--- src/source/tlb_entry_pkg.sv ---
// tlb entry package: storage format of one TLB entry and the write/invalidate command
package tlb_entry_pkg;

    localparam int tlb_num   = 16;
    localparam int tlb_idx_w = $clog2(tlb_num);

    // page sizes accepted on write, anything else becomes 4 KB
    localparam logic [5:0] ps_4k = 6'd12;
    localparam logic [5:0] ps_2m = 6'd21;

    // one half of an even/odd pair
    typedef struct packed {
        logic [19:0] pfn;
        logic [1:0]  mat;
        logic [1:0]  plv;
        logic        d;
        logic        v;
    } tlb_page_t;

    typedef struct packed {
        logic [18:0] vpn2;
        logic [9:0]  asid;
        logic [5:0]  ps;
        logic        g;
        logic        e;
        tlb_page_t   page0;
        tlb_page_t   page1;
    } tlb_entry_t;

    typedef enum logic [1:0] {
        inv_all,
        inv_asid_nonglobal,
        inv_asid_va
    } inv_op_t;

    // write and invalidate strobes, never both in one cycle
    typedef struct packed {
        logic                 we;
        logic [tlb_idx_w-1:0] widx;
        tlb_entry_t           wentry;
        logic                 inv;
        inv_op_t              inv_op;
        logic [9:0]           inv_asid;
        logic [31:0]          inv_va;
    } tlb_cmd_t;

endpackage

--- src/source/xlate_pkg.sv ---
// translation package: request, response, configuration and stage-to-stage types
package xlate_pkg;

    typedef enum logic [1:0] {
        acc_load  = 2'd0,
        acc_store = 2'd1,
        acc_fetch = 2'd2
    } access_t;

    typedef enum logic [2:0] {
        ex_none,
        ex_tlbr,
        ex_pil,
        ex_pis,
        ex_pif,
        ex_ppi,
        ex_pme
    } excp_t;

    // one direct-mapped window
    typedef struct packed {
        logic       plv0;
        logic       plv3;
        logic [1:0] mat;
        logic [2:0] vseg;
        logic [2:0] pseg;
    } dmw_cfg_t;

    typedef struct packed {
        logic       da;
        logic [1:0] da_mat;
        logic [9:0] asid;
        logic [1:0] plv;
        dmw_cfg_t   dmw0;
        dmw_cfg_t   dmw1;
    } xlate_cfg_t;

    typedef struct packed {
        logic [31:0] vaddr;
        access_t     access;
    } xlate_req_t;

    typedef struct packed {
        logic [31:0] paddr;
        logic [1:0]  mat;
        excp_t       excp;
    } xlate_rsp_t;

    // everything the resolve stage needs from the lookup stage
    typedef struct packed {
        logic [31:0]              vaddr;
        access_t                  access;
        logic [1:0]               plv;
        logic                     da;
        logic [1:0]               da_mat;
        logic                     dmw_hit;
        logic [1:0]               dmw_mat;
        logic [2:0]               dmw_pseg;
        logic                     tlb_hit;
        logic [5:0]               ps;
        tlb_entry_pkg::tlb_page_t page;
    } lookup_q_t;

endpackage

--- src/source/tlb_array.sv ---
// tlb array: sixteen fully associative entries with write, invalidate and one match port
`timescale 1ns/1ps

module tlb_array (
    input  logic                      clk,
    input  logic                      reset,
    input  tlb_entry_pkg::tlb_cmd_t   cmd,
    input  logic [18:0]               look_vpn2,
    input  logic [9:0]                look_asid,
    output logic                      hit,
    output logic [5:0]                hit_ps,
    output tlb_entry_pkg::tlb_page_t  hit_page0,
    output tlb_entry_pkg::tlb_page_t  hit_page1
);

    tlb_entry_pkg::tlb_entry_t entries [tlb_entry_pkg::tlb_num];
    tlb_entry_pkg::tlb_entry_t wr_entry;

    logic [tlb_entry_pkg::tlb_num-1:0]   match;
    logic [tlb_entry_pkg::tlb_num-1:0]   inv_hit;
    logic [tlb_entry_pkg::tlb_idx_w-1:0] sel;

    // a pair spans twice the page size, so bit ps selects the half
    function automatic logic vpn_match(tlb_entry_pkg::tlb_entry_t ent, logic [18:0] vpn2);
        if (ent.ps == tlb_entry_pkg::ps_2m) begin
            return ent.vpn2[18:9] == vpn2[18:9];
        end
        return ent.vpn2 == vpn2;
    endfunction

    // odd sizes fall back to 4 KB
    always_comb begin
        wr_entry = cmd.wentry;
        if (cmd.wentry.ps != tlb_entry_pkg::ps_2m) begin
            wr_entry.ps = tlb_entry_pkg::ps_4k;
        end
    end

    always_comb begin
        for (int i = 0; i < tlb_entry_pkg::tlb_num; i++) begin
            match[i] = entries[i].e && (entries[i].g || entries[i].asid == look_asid)
                       && vpn_match(entries[i], look_vpn2);
            case (cmd.inv_op)
                tlb_entry_pkg::inv_all:
                    inv_hit[i] = 1'b1;
                tlb_entry_pkg::inv_asid_nonglobal:
                    inv_hit[i] = !entries[i].g && entries[i].asid == cmd.inv_asid;
                tlb_entry_pkg::inv_asid_va:
                    inv_hit[i] = (entries[i].g || entries[i].asid == cmd.inv_asid)
                                 && vpn_match(entries[i], cmd.inv_va[31:13]);
                default:
                    inv_hit[i] = 1'b0;
            endcase
        end
    end

    // lowest index wins
    always_comb begin
        sel = '0;
        for (int i = tlb_entry_pkg::tlb_num - 1; i >= 0; i--) begin
            if (match[i]) begin
                sel = i[tlb_entry_pkg::tlb_idx_w-1:0];
            end
        end
    end

    assign hit       = |match;
    assign hit_ps    = entries[sel].ps;
    assign hit_page0 = entries[sel].page0;
    assign hit_page1 = entries[sel].page1;

    always_ff @(posedge clk) begin
        if (reset) begin
            for (int i = 0; i < tlb_entry_pkg::tlb_num; i++) begin
                entries[i].e <= 1'b0;
            end
        end else if (cmd.we) begin
            entries[cmd.widx] <= wr_entry;
        end else if (cmd.inv) begin
            for (int i = 0; i < tlb_entry_pkg::tlb_num; i++) begin
                if (inv_hit[i]) begin
                    entries[i].e <= 1'b0;
                end
            end
        end
    end

endmodule

--- src/source/xlate_lookup.sv ---
// lookup stage: window check and TLB match, registers the chosen page for the resolve stage
`timescale 1ns/1ps

module xlate_lookup (
    input  logic                      clk,
    input  logic                      reset,
    input  logic                      req_valid,
    output logic                      req_ready,
    input  xlate_pkg::xlate_req_t     req,
    input  xlate_pkg::xlate_cfg_t     cfg,
    output logic [18:0]               look_vpn2,
    output logic [9:0]                look_asid,
    input  logic                      hit,
    input  logic [5:0]                hit_ps,
    input  tlb_entry_pkg::tlb_page_t  hit_page0,
    input  tlb_entry_pkg::tlb_page_t  hit_page1,
    output logic                      q_valid,
    input  logic                      q_ready,
    output xlate_pkg::lookup_q_t      q
);

    xlate_pkg::lookup_q_t q_next;
    logic                 dmw0_hit;
    logic                 dmw1_hit;
    logic                 odd;

    // window hits on segment match at an allowed level
    function automatic logic win_hit(xlate_pkg::dmw_cfg_t dmw, logic [2:0] seg,
                                     logic [1:0] plv);
        return dmw.vseg == seg && ((plv == 2'd0 && dmw.plv0) || (plv == 2'd3 && dmw.plv3));
    endfunction

    assign look_vpn2 = req.vaddr[31:13];
    assign look_asid = cfg.asid;

    assign dmw0_hit = win_hit(cfg.dmw0, req.vaddr[31:29], cfg.plv);
    assign dmw1_hit = win_hit(cfg.dmw1, req.vaddr[31:29], cfg.plv);

    // pair half select
    assign odd = (hit_ps == tlb_entry_pkg::ps_2m) ? req.vaddr[21] : req.vaddr[12];

    always_comb begin
        q_next.vaddr    = req.vaddr;
        q_next.access   = req.access;
        q_next.plv      = cfg.plv;
        q_next.da       = cfg.da;
        q_next.da_mat   = cfg.da_mat;
        // window 0 first
        q_next.dmw_hit  = dmw0_hit || dmw1_hit;
        q_next.dmw_mat  = dmw0_hit ? cfg.dmw0.mat : cfg.dmw1.mat;
        q_next.dmw_pseg = dmw0_hit ? cfg.dmw0.pseg : cfg.dmw1.pseg;
        q_next.tlb_hit  = hit;
        q_next.ps       = hit_ps;
        q_next.page     = odd ? hit_page1 : hit_page0;
    end

    assign req_ready = !q_valid || q_ready;

    always_ff @(posedge clk) begin
        if (reset) begin
            q_valid <= 1'b0;
        end else if (req_ready) begin
            q_valid <= req_valid;
        end
    end

    always_ff @(posedge clk) begin
        if (req_valid && req_ready) begin
            q <= q_next;
        end
    end

endmodule

--- src/source/xlate_resolve.sv ---
// resolve stage: physical address, memory type and exception from the lookup result
`timescale 1ns/1ps

module xlate_resolve (
    input  logic                  clk,
    input  logic                  reset,
    input  logic                  q_valid,
    output logic                  q_ready,
    input  xlate_pkg::lookup_q_t  q,
    output logic                  rsp_valid,
    input  logic                  rsp_ready,
    output xlate_pkg::xlate_rsp_t rsp
);

    xlate_pkg::xlate_rsp_t rsp_next;

    always_comb begin
        rsp_next.excp = xlate_pkg::ex_none;
        if (q.da) begin
            rsp_next.paddr = q.vaddr;
            rsp_next.mat   = q.da_mat;
        end else if (q.dmw_hit) begin
            rsp_next.paddr = {q.dmw_pseg, q.vaddr[28:0]};
            rsp_next.mat   = q.dmw_mat;
        end else begin
            // 2 MB drops the low pfn bits
            if (q.ps == tlb_entry_pkg::ps_2m) begin
                rsp_next.paddr = {q.page.pfn[19:9], q.vaddr[20:0]};
            end else begin
                rsp_next.paddr = {q.page.pfn, q.vaddr[11:0]};
            end
            rsp_next.mat = q.page.mat;
            // priority: refill, invalid, privilege, modify
            if (!q.tlb_hit) begin
                rsp_next.excp = xlate_pkg::ex_tlbr;
            end else if (!q.page.v) begin
                case (q.access)
                    xlate_pkg::acc_fetch: rsp_next.excp = xlate_pkg::ex_pif;
                    xlate_pkg::acc_store: rsp_next.excp = xlate_pkg::ex_pis;
                    default:              rsp_next.excp = xlate_pkg::ex_pil;
                endcase
            end else if (q.plv > q.page.plv) begin
                rsp_next.excp = xlate_pkg::ex_ppi;
            end else if (q.access == xlate_pkg::acc_store && !q.page.d) begin
                rsp_next.excp = xlate_pkg::ex_pme;
            end
        end
    end

    assign q_ready = !rsp_valid || rsp_ready;

    always_ff @(posedge clk) begin
        if (reset) begin
            rsp_valid <= 1'b0;
        end else if (q_ready) begin
            rsp_valid <= q_valid;
        end
    end

    // response holds while stalled
    always_ff @(posedge clk) begin
        if (q_valid && q_ready) begin
            rsp <= rsp_next;
        end
    end

endmodule

--- src/source/mmu_top.sv ---
// mmu top: TLB array with the two-stage translation pipeline
`timescale 1ns/1ps

module mmu_top (
    input  logic                    clk,
    input  logic                    reset,
    input  logic                    req_valid,
    output logic                    req_ready,
    input  xlate_pkg::xlate_req_t   req,
    input  xlate_pkg::xlate_cfg_t   cfg,
    output logic                    rsp_valid,
    input  logic                    rsp_ready,
    output xlate_pkg::xlate_rsp_t   rsp,
    input  tlb_entry_pkg::tlb_cmd_t cmd
);

    logic [18:0]              look_vpn2;
    logic [9:0]               look_asid;
    logic                     hit;
    logic [5:0]               hit_ps;
    tlb_entry_pkg::tlb_page_t hit_page0;
    tlb_entry_pkg::tlb_page_t hit_page1;
    logic                     q_valid;
    logic                     q_ready;
    xlate_pkg::lookup_q_t     q;

    tlb_array u_tlb (
        .clk(clk), .reset(reset), .cmd(cmd),
        .look_vpn2(look_vpn2), .look_asid(look_asid),
        .hit(hit), .hit_ps(hit_ps), .hit_page0(hit_page0), .hit_page1(hit_page1)
    );

    xlate_lookup u_lookup (
        .clk(clk), .reset(reset),
        .req_valid(req_valid), .req_ready(req_ready), .req(req), .cfg(cfg),
        .look_vpn2(look_vpn2), .look_asid(look_asid),
        .hit(hit), .hit_ps(hit_ps), .hit_page0(hit_page0), .hit_page1(hit_page1),
        .q_valid(q_valid), .q_ready(q_ready), .q(q)
    );

    xlate_resolve u_resolve (
        .clk(clk), .reset(reset), .q_valid(q_valid), .q_ready(q_ready), .q(q),
        .rsp_valid(rsp_valid), .rsp_ready(rsp_ready), .rsp(rsp)
    );

endmodule

--- config.mk ---
export PLATFORM = sky130hd
export DESIGN_NAME = mmu_top
export DESIGN_NICKNAME = d
export VERILOG_FILES = /design/src/source/tlb_entry_pkg.sv /design/src/source/xlate_pkg.sv /design/src/source/tlb_array.sv /design/src/source/xlate_lookup.sv /design/src/source/xlate_resolve.sv /design/src/source/mmu_top.sv
export SDC_FILE = /design/constraint.sdc
export NUM_CORES = 2
export LEC_CHECK = 0
export BUFFER_PORTS_ARGS = -buffer_cell sky130_fd_sc_hd__buf_2
export CAP_MARGIN = 20
export CORE_MARGIN = 8
export CORE_UTILIZATION = 55
export CTS_CLUSTER_SIZE = 8
export DETAILED_ROUTE_END_ITERATION = 10
export PLACE_DENSITY = 0.72
export SYNTH_ARGS = -nofsm -noshare
export SYNTH_HDL_FRONTEND = slang
export SYNTH_SLANG_ARGS = --single-unit
export TNS_END_PERCENT = 20
--- constraint.sdc ---
create_clock -name clk -period 11.4 [get_ports clk]
set_clock_uncertainty 0.2 [all_clocks]
set_input_delay 2.28 -clock clk [delete_from_list [all_inputs] [get_ports clk]]
set_output_delay 2.28 -clock clk [all_outputs]
set_load 0.05 [all_outputs]
Word level (Yosys, flattened, before mapping)
Memories as Yosys holds them, arrays and structs flattened.
Index checks and enable logic that the tools add are counted.
{"block": "op_classes", "add_sub_neg": 0, "multipliers": 0, "div_mod_pow": 0, "magnitude_cmp": 1, "n_eq_ne": 122, "shifts": 0, "mux": 261, "bitwise": 17, "reduce_logical": 135}
{"cell": "10-bit == test", "count": 64}
{"cell": "19-bit == test", "count": 32}
{"cell": "1-bit 2-to-1 mux", "count": 215}
{"cell": "6-bit by 5-bit == test with 1-bit output (second input constant)", "count": 18}
{"cell": "89-bit 2-to-1 mux", "count": 1}
{"cell": "89-bit OR reduction", "count": 1}
{"cell": "1-bit logical AND", "count": 73}
{"cell": "34-bit 2-to-1 mux", "count": 2}
{"cell": "4-bit 2-to-1 mux", "count": 17}
{"cell": "1-bit case mux with 3 select lines", "count": 16}
{"cell": "1-bit logical OR", "count": 37}
{"cell": "26-bit 2-to-1 mux", "count": 1}
{"cell": "21-bit 2-to-1 mux", "count": 1}
{"cell": "1-bit zero test", "count": 19}
{"cell": "1-bit OR", "count": 16}
{"cell": "16-bit OR reduction", "count": 1}
{"cell": "3-bit 2-to-1 mux", "count": 4}
{"cell": "2-bit == test (second input constant)", "count": 3}
{"cell": "3-bit == test", "count": 2}
{"cell": "6-bit 2-to-1 mux", "count": 1}
{"cell": "6-bit by 5-bit inequality test with 1-bit output (second input constant)", "count": 1}
{"cell": "3-bit case mux with 2 select lines", "count": 1}
{"cell": "2-bit by 1-bit == test with 1-bit output (second input constant)", "count": 2}
{"cell": "2-bit zero test", "count": 2}
{"cell": "other kinds (5)", "count": 6}
{"block": "totals", "regBits": 117, "latchBits": 0, "ram_bits": 1424, "mem_bits_ro": 0, "inputBits": 212, "output_inout_bits": 39, "mem_count": 1}
{"memory": "u_tlb.entries", "depth": 16, "word_bits": 89, "read_ports": 17, "rd_ports_with_merged_regs": 0, "write_ports": 16, "line_no": "tlb_array.sv:16", "rtl": "tlb_entry_pkg::tlb_entry_t entries [tlb_entry_pkg::tlb_num];"}

Logic depth before layout (Yosys ltp)
An unclocked memory read counts as a cell.
{"block": "logic_depth", "depth_word": 25, "mapped_depth": 20, "mapped_depth_nobuf": 15}

Modules after synthesis
A second synthesis with hierarchy kept.
{"block": "hier_totals", "cells_unflattened": 4386, "area_unflattened_um2": 69045.0}
{"module": "tlb_array", "n_inst": 1, "cells_per_inst": 4126, "area_each_um2": 64197.8}
{"module": "xlate_lookup", "n_inst": 1, "cells_per_inst": 162, "area_each_um2": 3226.8}
{"module": "xlate_resolve", "n_inst": 1, "cells_per_inst": 98, "area_each_um2": 1620.3}

Worst setup path before layout
Ideal clock, no wire load.
{"block": "synth_path", "path_kind": "input to register", "startpoint": "input reset", "endpoint": "memory u_tlb.entries[8][52] in the netlist's numbering (data pin)", "setup_ns": 0.176, "arrival_time_ns": 9.461, "required_ns": 11.024, "path_slack_ns": 1.562, "stages": 4, "cell_sequence": "nand2b_1 or3b_2 nor3_1 and2_1"}
{"element": "start, declared", "line_no": "mmu_top.sv:6", "rtl": "input logic reset,"}
{"element": "end, declared", "line_no": "tlb_array.sv:16"}

==> flow_summary.json <==
{
  "syn_avg_cell_area_um2": 13.5,
  "rsz0062_at_grt": "no",
  "viasPerCell": 6.26,
  "finalPower_mw": 12.5,
  "hold_viol_final": 0,
  "die-area_um2": 138000,
  "worstSetupEndpointType": "flop",
  "arrival_ns": 8.62,
  "period_share_pct": 72.6,
  "die_h_um": 371,
  "layout_common_cells": "1,539 x edfxtp_1, 765 x nand2_1, 625 x xor2_1",
  "clock-root-buffer": "clkbuf_16",
  "yosysSeqAreaShare_pct": 66.8,
  "cts_tree": "yes",
  "cap_violations": 0,
  "yosysTopAreaCell": "edfxtp_1",
  "cp-start-kind": "input port",
  "fin_nets": 5608,
  "whs_path_depth": 0,
  "setup_violations": 0,
  "rr_worst_depth": 16,
  "cts.clk_slew.worst_paths_ns": 0.05,
  "dp_hpwl_mm": 116,
  "postCtsSetupBuffers": 0,
  "gp_congestion": 0.952,
  "drc": 0,
  "synth_cells": 5122,
  "cts_buffers": 211,
  "slew_viol_final": 0,
  "synth_top_family_by_area": "simple AND/OR/NAND/NOR gates",
  "drive_above_1_share_pct": 11.6,
  "ir_drop_mv": 0.172,
  "post_synth_fa_ha_maj_area_fraction_pct": 0.0361,
  "coreArea_um2": 125000,
  "num_rows": 130,
  "period_minus_slack_ns": 8.28,
  "cts_hold_buf": 0,
  "tns_ns": 0,
  "grt_pass1_vias": 43400,
  "ctsHtreeMaxLevel": 4,
  "yosysWarningCount": 0,
  "initial_core_util_pct": 55.3,
  "crit_path_max_fanout": 116,
  "worst_pin_slew_ns": 1.14,
  "layout.cells.most_common": "edfxtp_1",
  "hp-class": "reg2reg",
  "synth_cell_type_count": 86,
  "firstDrtPassIters": 6,
  "synth-main-ff-cell": "edfxtp_1",
  "synthXorXnorAreaFrac_pct": 11.9,
  "synth-compound-area-share_pct": 4.07,
  "crit_type": "in2reg",
  "synthSimpleGateAreaFrac_pct": 12.2,
  "grt_pass1_wl_mm": 286,
  "die_width_um": 371,
  "vias": 44400,
  "port_buffers": 237,
  "grtUsageTotal_pct": 28.4,
  "synth.ff_latch_count": 1541,
  "ant_nets": 0,
  "pin_count": 251,
  "cts_resized": 0,
  "clkSinkCount": 1541,
  "placed_cell_area_um2": 71900,
  "fin_util_pct": 62.0,
  "synth_edf_count": 1539,
  "stdcell_area_um2": 77700,
  "antenna_found_initial": 25,
  "power_density_nw_per_um2": 161,
  "fmax_mhz": 121,
  "clock_path_buffers": 3,
  "area.growth.synth_to_final_pct": 12.2,
  "yosys-mux-area-fraction_pct": 2.89,
  "async_flop_share_pct": 0,
  "ys_top_cells_by_area": "edfxtp_1 67%, xor2_1 7.9%, nand2_1 4.1%, xnor2_1 3.8%, mux2i_1 2.2%",
  "cp.required_ns": 11.74,
  "synth_top_cell_area_share_pct": 66.7,
  "slew_headroom_pct": 23.9,
  "status": "complete, no violations",
  "leakage_nw": 26.6,
  "grt_max_degree": 158,
  "clk-insertion-delay-late_ns": 0.83,
  "overflow": 0,
  "dr.first_iter.drc_count": 5151,
  "wl_per_cell_um": 28.3,
  "totalWireLength_mm": 201,
  "syn-cell-area_um2": 69300
}
[cell usage after synthesis (all sizes together), types with 24 or more instances]
cell	number
edfxtp	1539
nand2	766
xor2	625
xnor2	309
nand3	302
clkbuf	177
mux2i	155
o21ai	137
buf	122
nor4	121
and3	113
a21oi	93
nand4	88
nor3	85
nor2	78
a211oi	55
a211o	54
mux2	39
a31oi	29
nand4b	25
or4	24
[layer usage]
| layer | vias to the layer above | GRT usage (%) | routed length (µm) | part of all wire [%] |
|---|---|---|---|---|
| met5 | - | 0 | 54 | 0.027 |
| met4 | 8 | 13.5 | 9430 | 4.7 |
| met3 | 462 | 6.20 | 21200 | 11 |
| met2 | 2604 | 45.3 | 93600 | 47 |
| met1 | 22000 | 37.2 | 76400 | 38 |
| li1 | 19200 | - | - | - |
[stage by stage]
| stage | setup slack, ns | hold WS (ns) | std cells |
|---|---|---|---|
| 2_1_floorplan | 1.56 | 0.200 | 5168 |
| 3_3_place_gp | 2.46 | 0.200 | 6825 |
| 3_5_place_dp | 2.35 | 0.205 | 6827 |
| 4_1_cts | 3.23 | 0.213 | 7066 |
| 5_1_grt | 3.08 | 0.221 | 7077 |
| 6_report | 3.12 | 0.212 | 7085 |
[layout make-up]
cell class                      count  area, µm²
Fill cell                        9246      47500
Clock buffer                      223       5350
Antenna cell                       15       37.5
Multi-Input combinational cell   3322      21800
Sequential cell                  1541      46300
Inverter                            6       22.5
Tap cell                         1650       2060
Clock inverter                     16        350
Timing Repair Buffer              312       1790
[state kept, by name (all words and copies together), names as in the netlist]
signal,cells
u_lookup.q,78
u_lookup.q_valid,1
u_resolve.rsp,37
u_resolve.rsp_valid,1
u_tlb.entries,1424
[kinds of logic (layout without fill, tap and decap cells)]
family,after synthesis,after routing
muxes,194,194
adders and majority gates,2,2
DFF,1541,1541
buffers and inverters,305,557
and+or+nand+nor,1710,1710
AOI/OAI and AO/OA,434,434
other,2,63
xor gates and xnor gates,934,934
[power breakdown]
| group | leakage, nW | switching [mW] | total, mW | internal, mW |
|---|---|---|---|---|
| combinational | 9.87 | 0.422 | 0.593 | 0.171 |
| sequential | 13.9 | 0.0425 | 6.38 | 6.34 |
| clock | 2.77 | 2.25 | 5.53 | 3.28 |
| total | 26.6 | 2.72 | 12.5 | 9.79 |
[critical path, cell delays in order]
cell and delay [ns]:
buf_2 0.67, xor2_1 0.20, nor3_1 0.08, a31oi_1 0.77, nor3_2 0.14, o211a_1 0.32, o2111ai_1 0.61, nand2_8 0.68
mux2_1 0.43, o22ai_1 0.11, a211o_1 0.27, a21oi_2 0.17, nand4b_1 0.17, nor4b_4 0.31, mux2i_4 0.56, buf_4 0.53
mux2i_1 0.18
[worst paths after layout]
kind | from | to | slack [ns]
worst max-delay path | req[23] | u_lookup.q[4]$_DFFE_PP_ | 3.12
worst min-delay path | u_lookup.q[50]$_DFFE_PP_ | u_resolve.rsp[9]$_DFFE_PP_ | 0.21
worst max register to register | u_tlb.entries[9][59]$_DFFE_PP_ | u_lookup.q[4]$_DFFE_PP_ | 4.23
worst min register to register | u_lookup.q[50]$_DFFE_PP_ | u_resolve.rsp[9]$_DFFE_PP_ | 0.21
(Power assumes the default switching activity.)
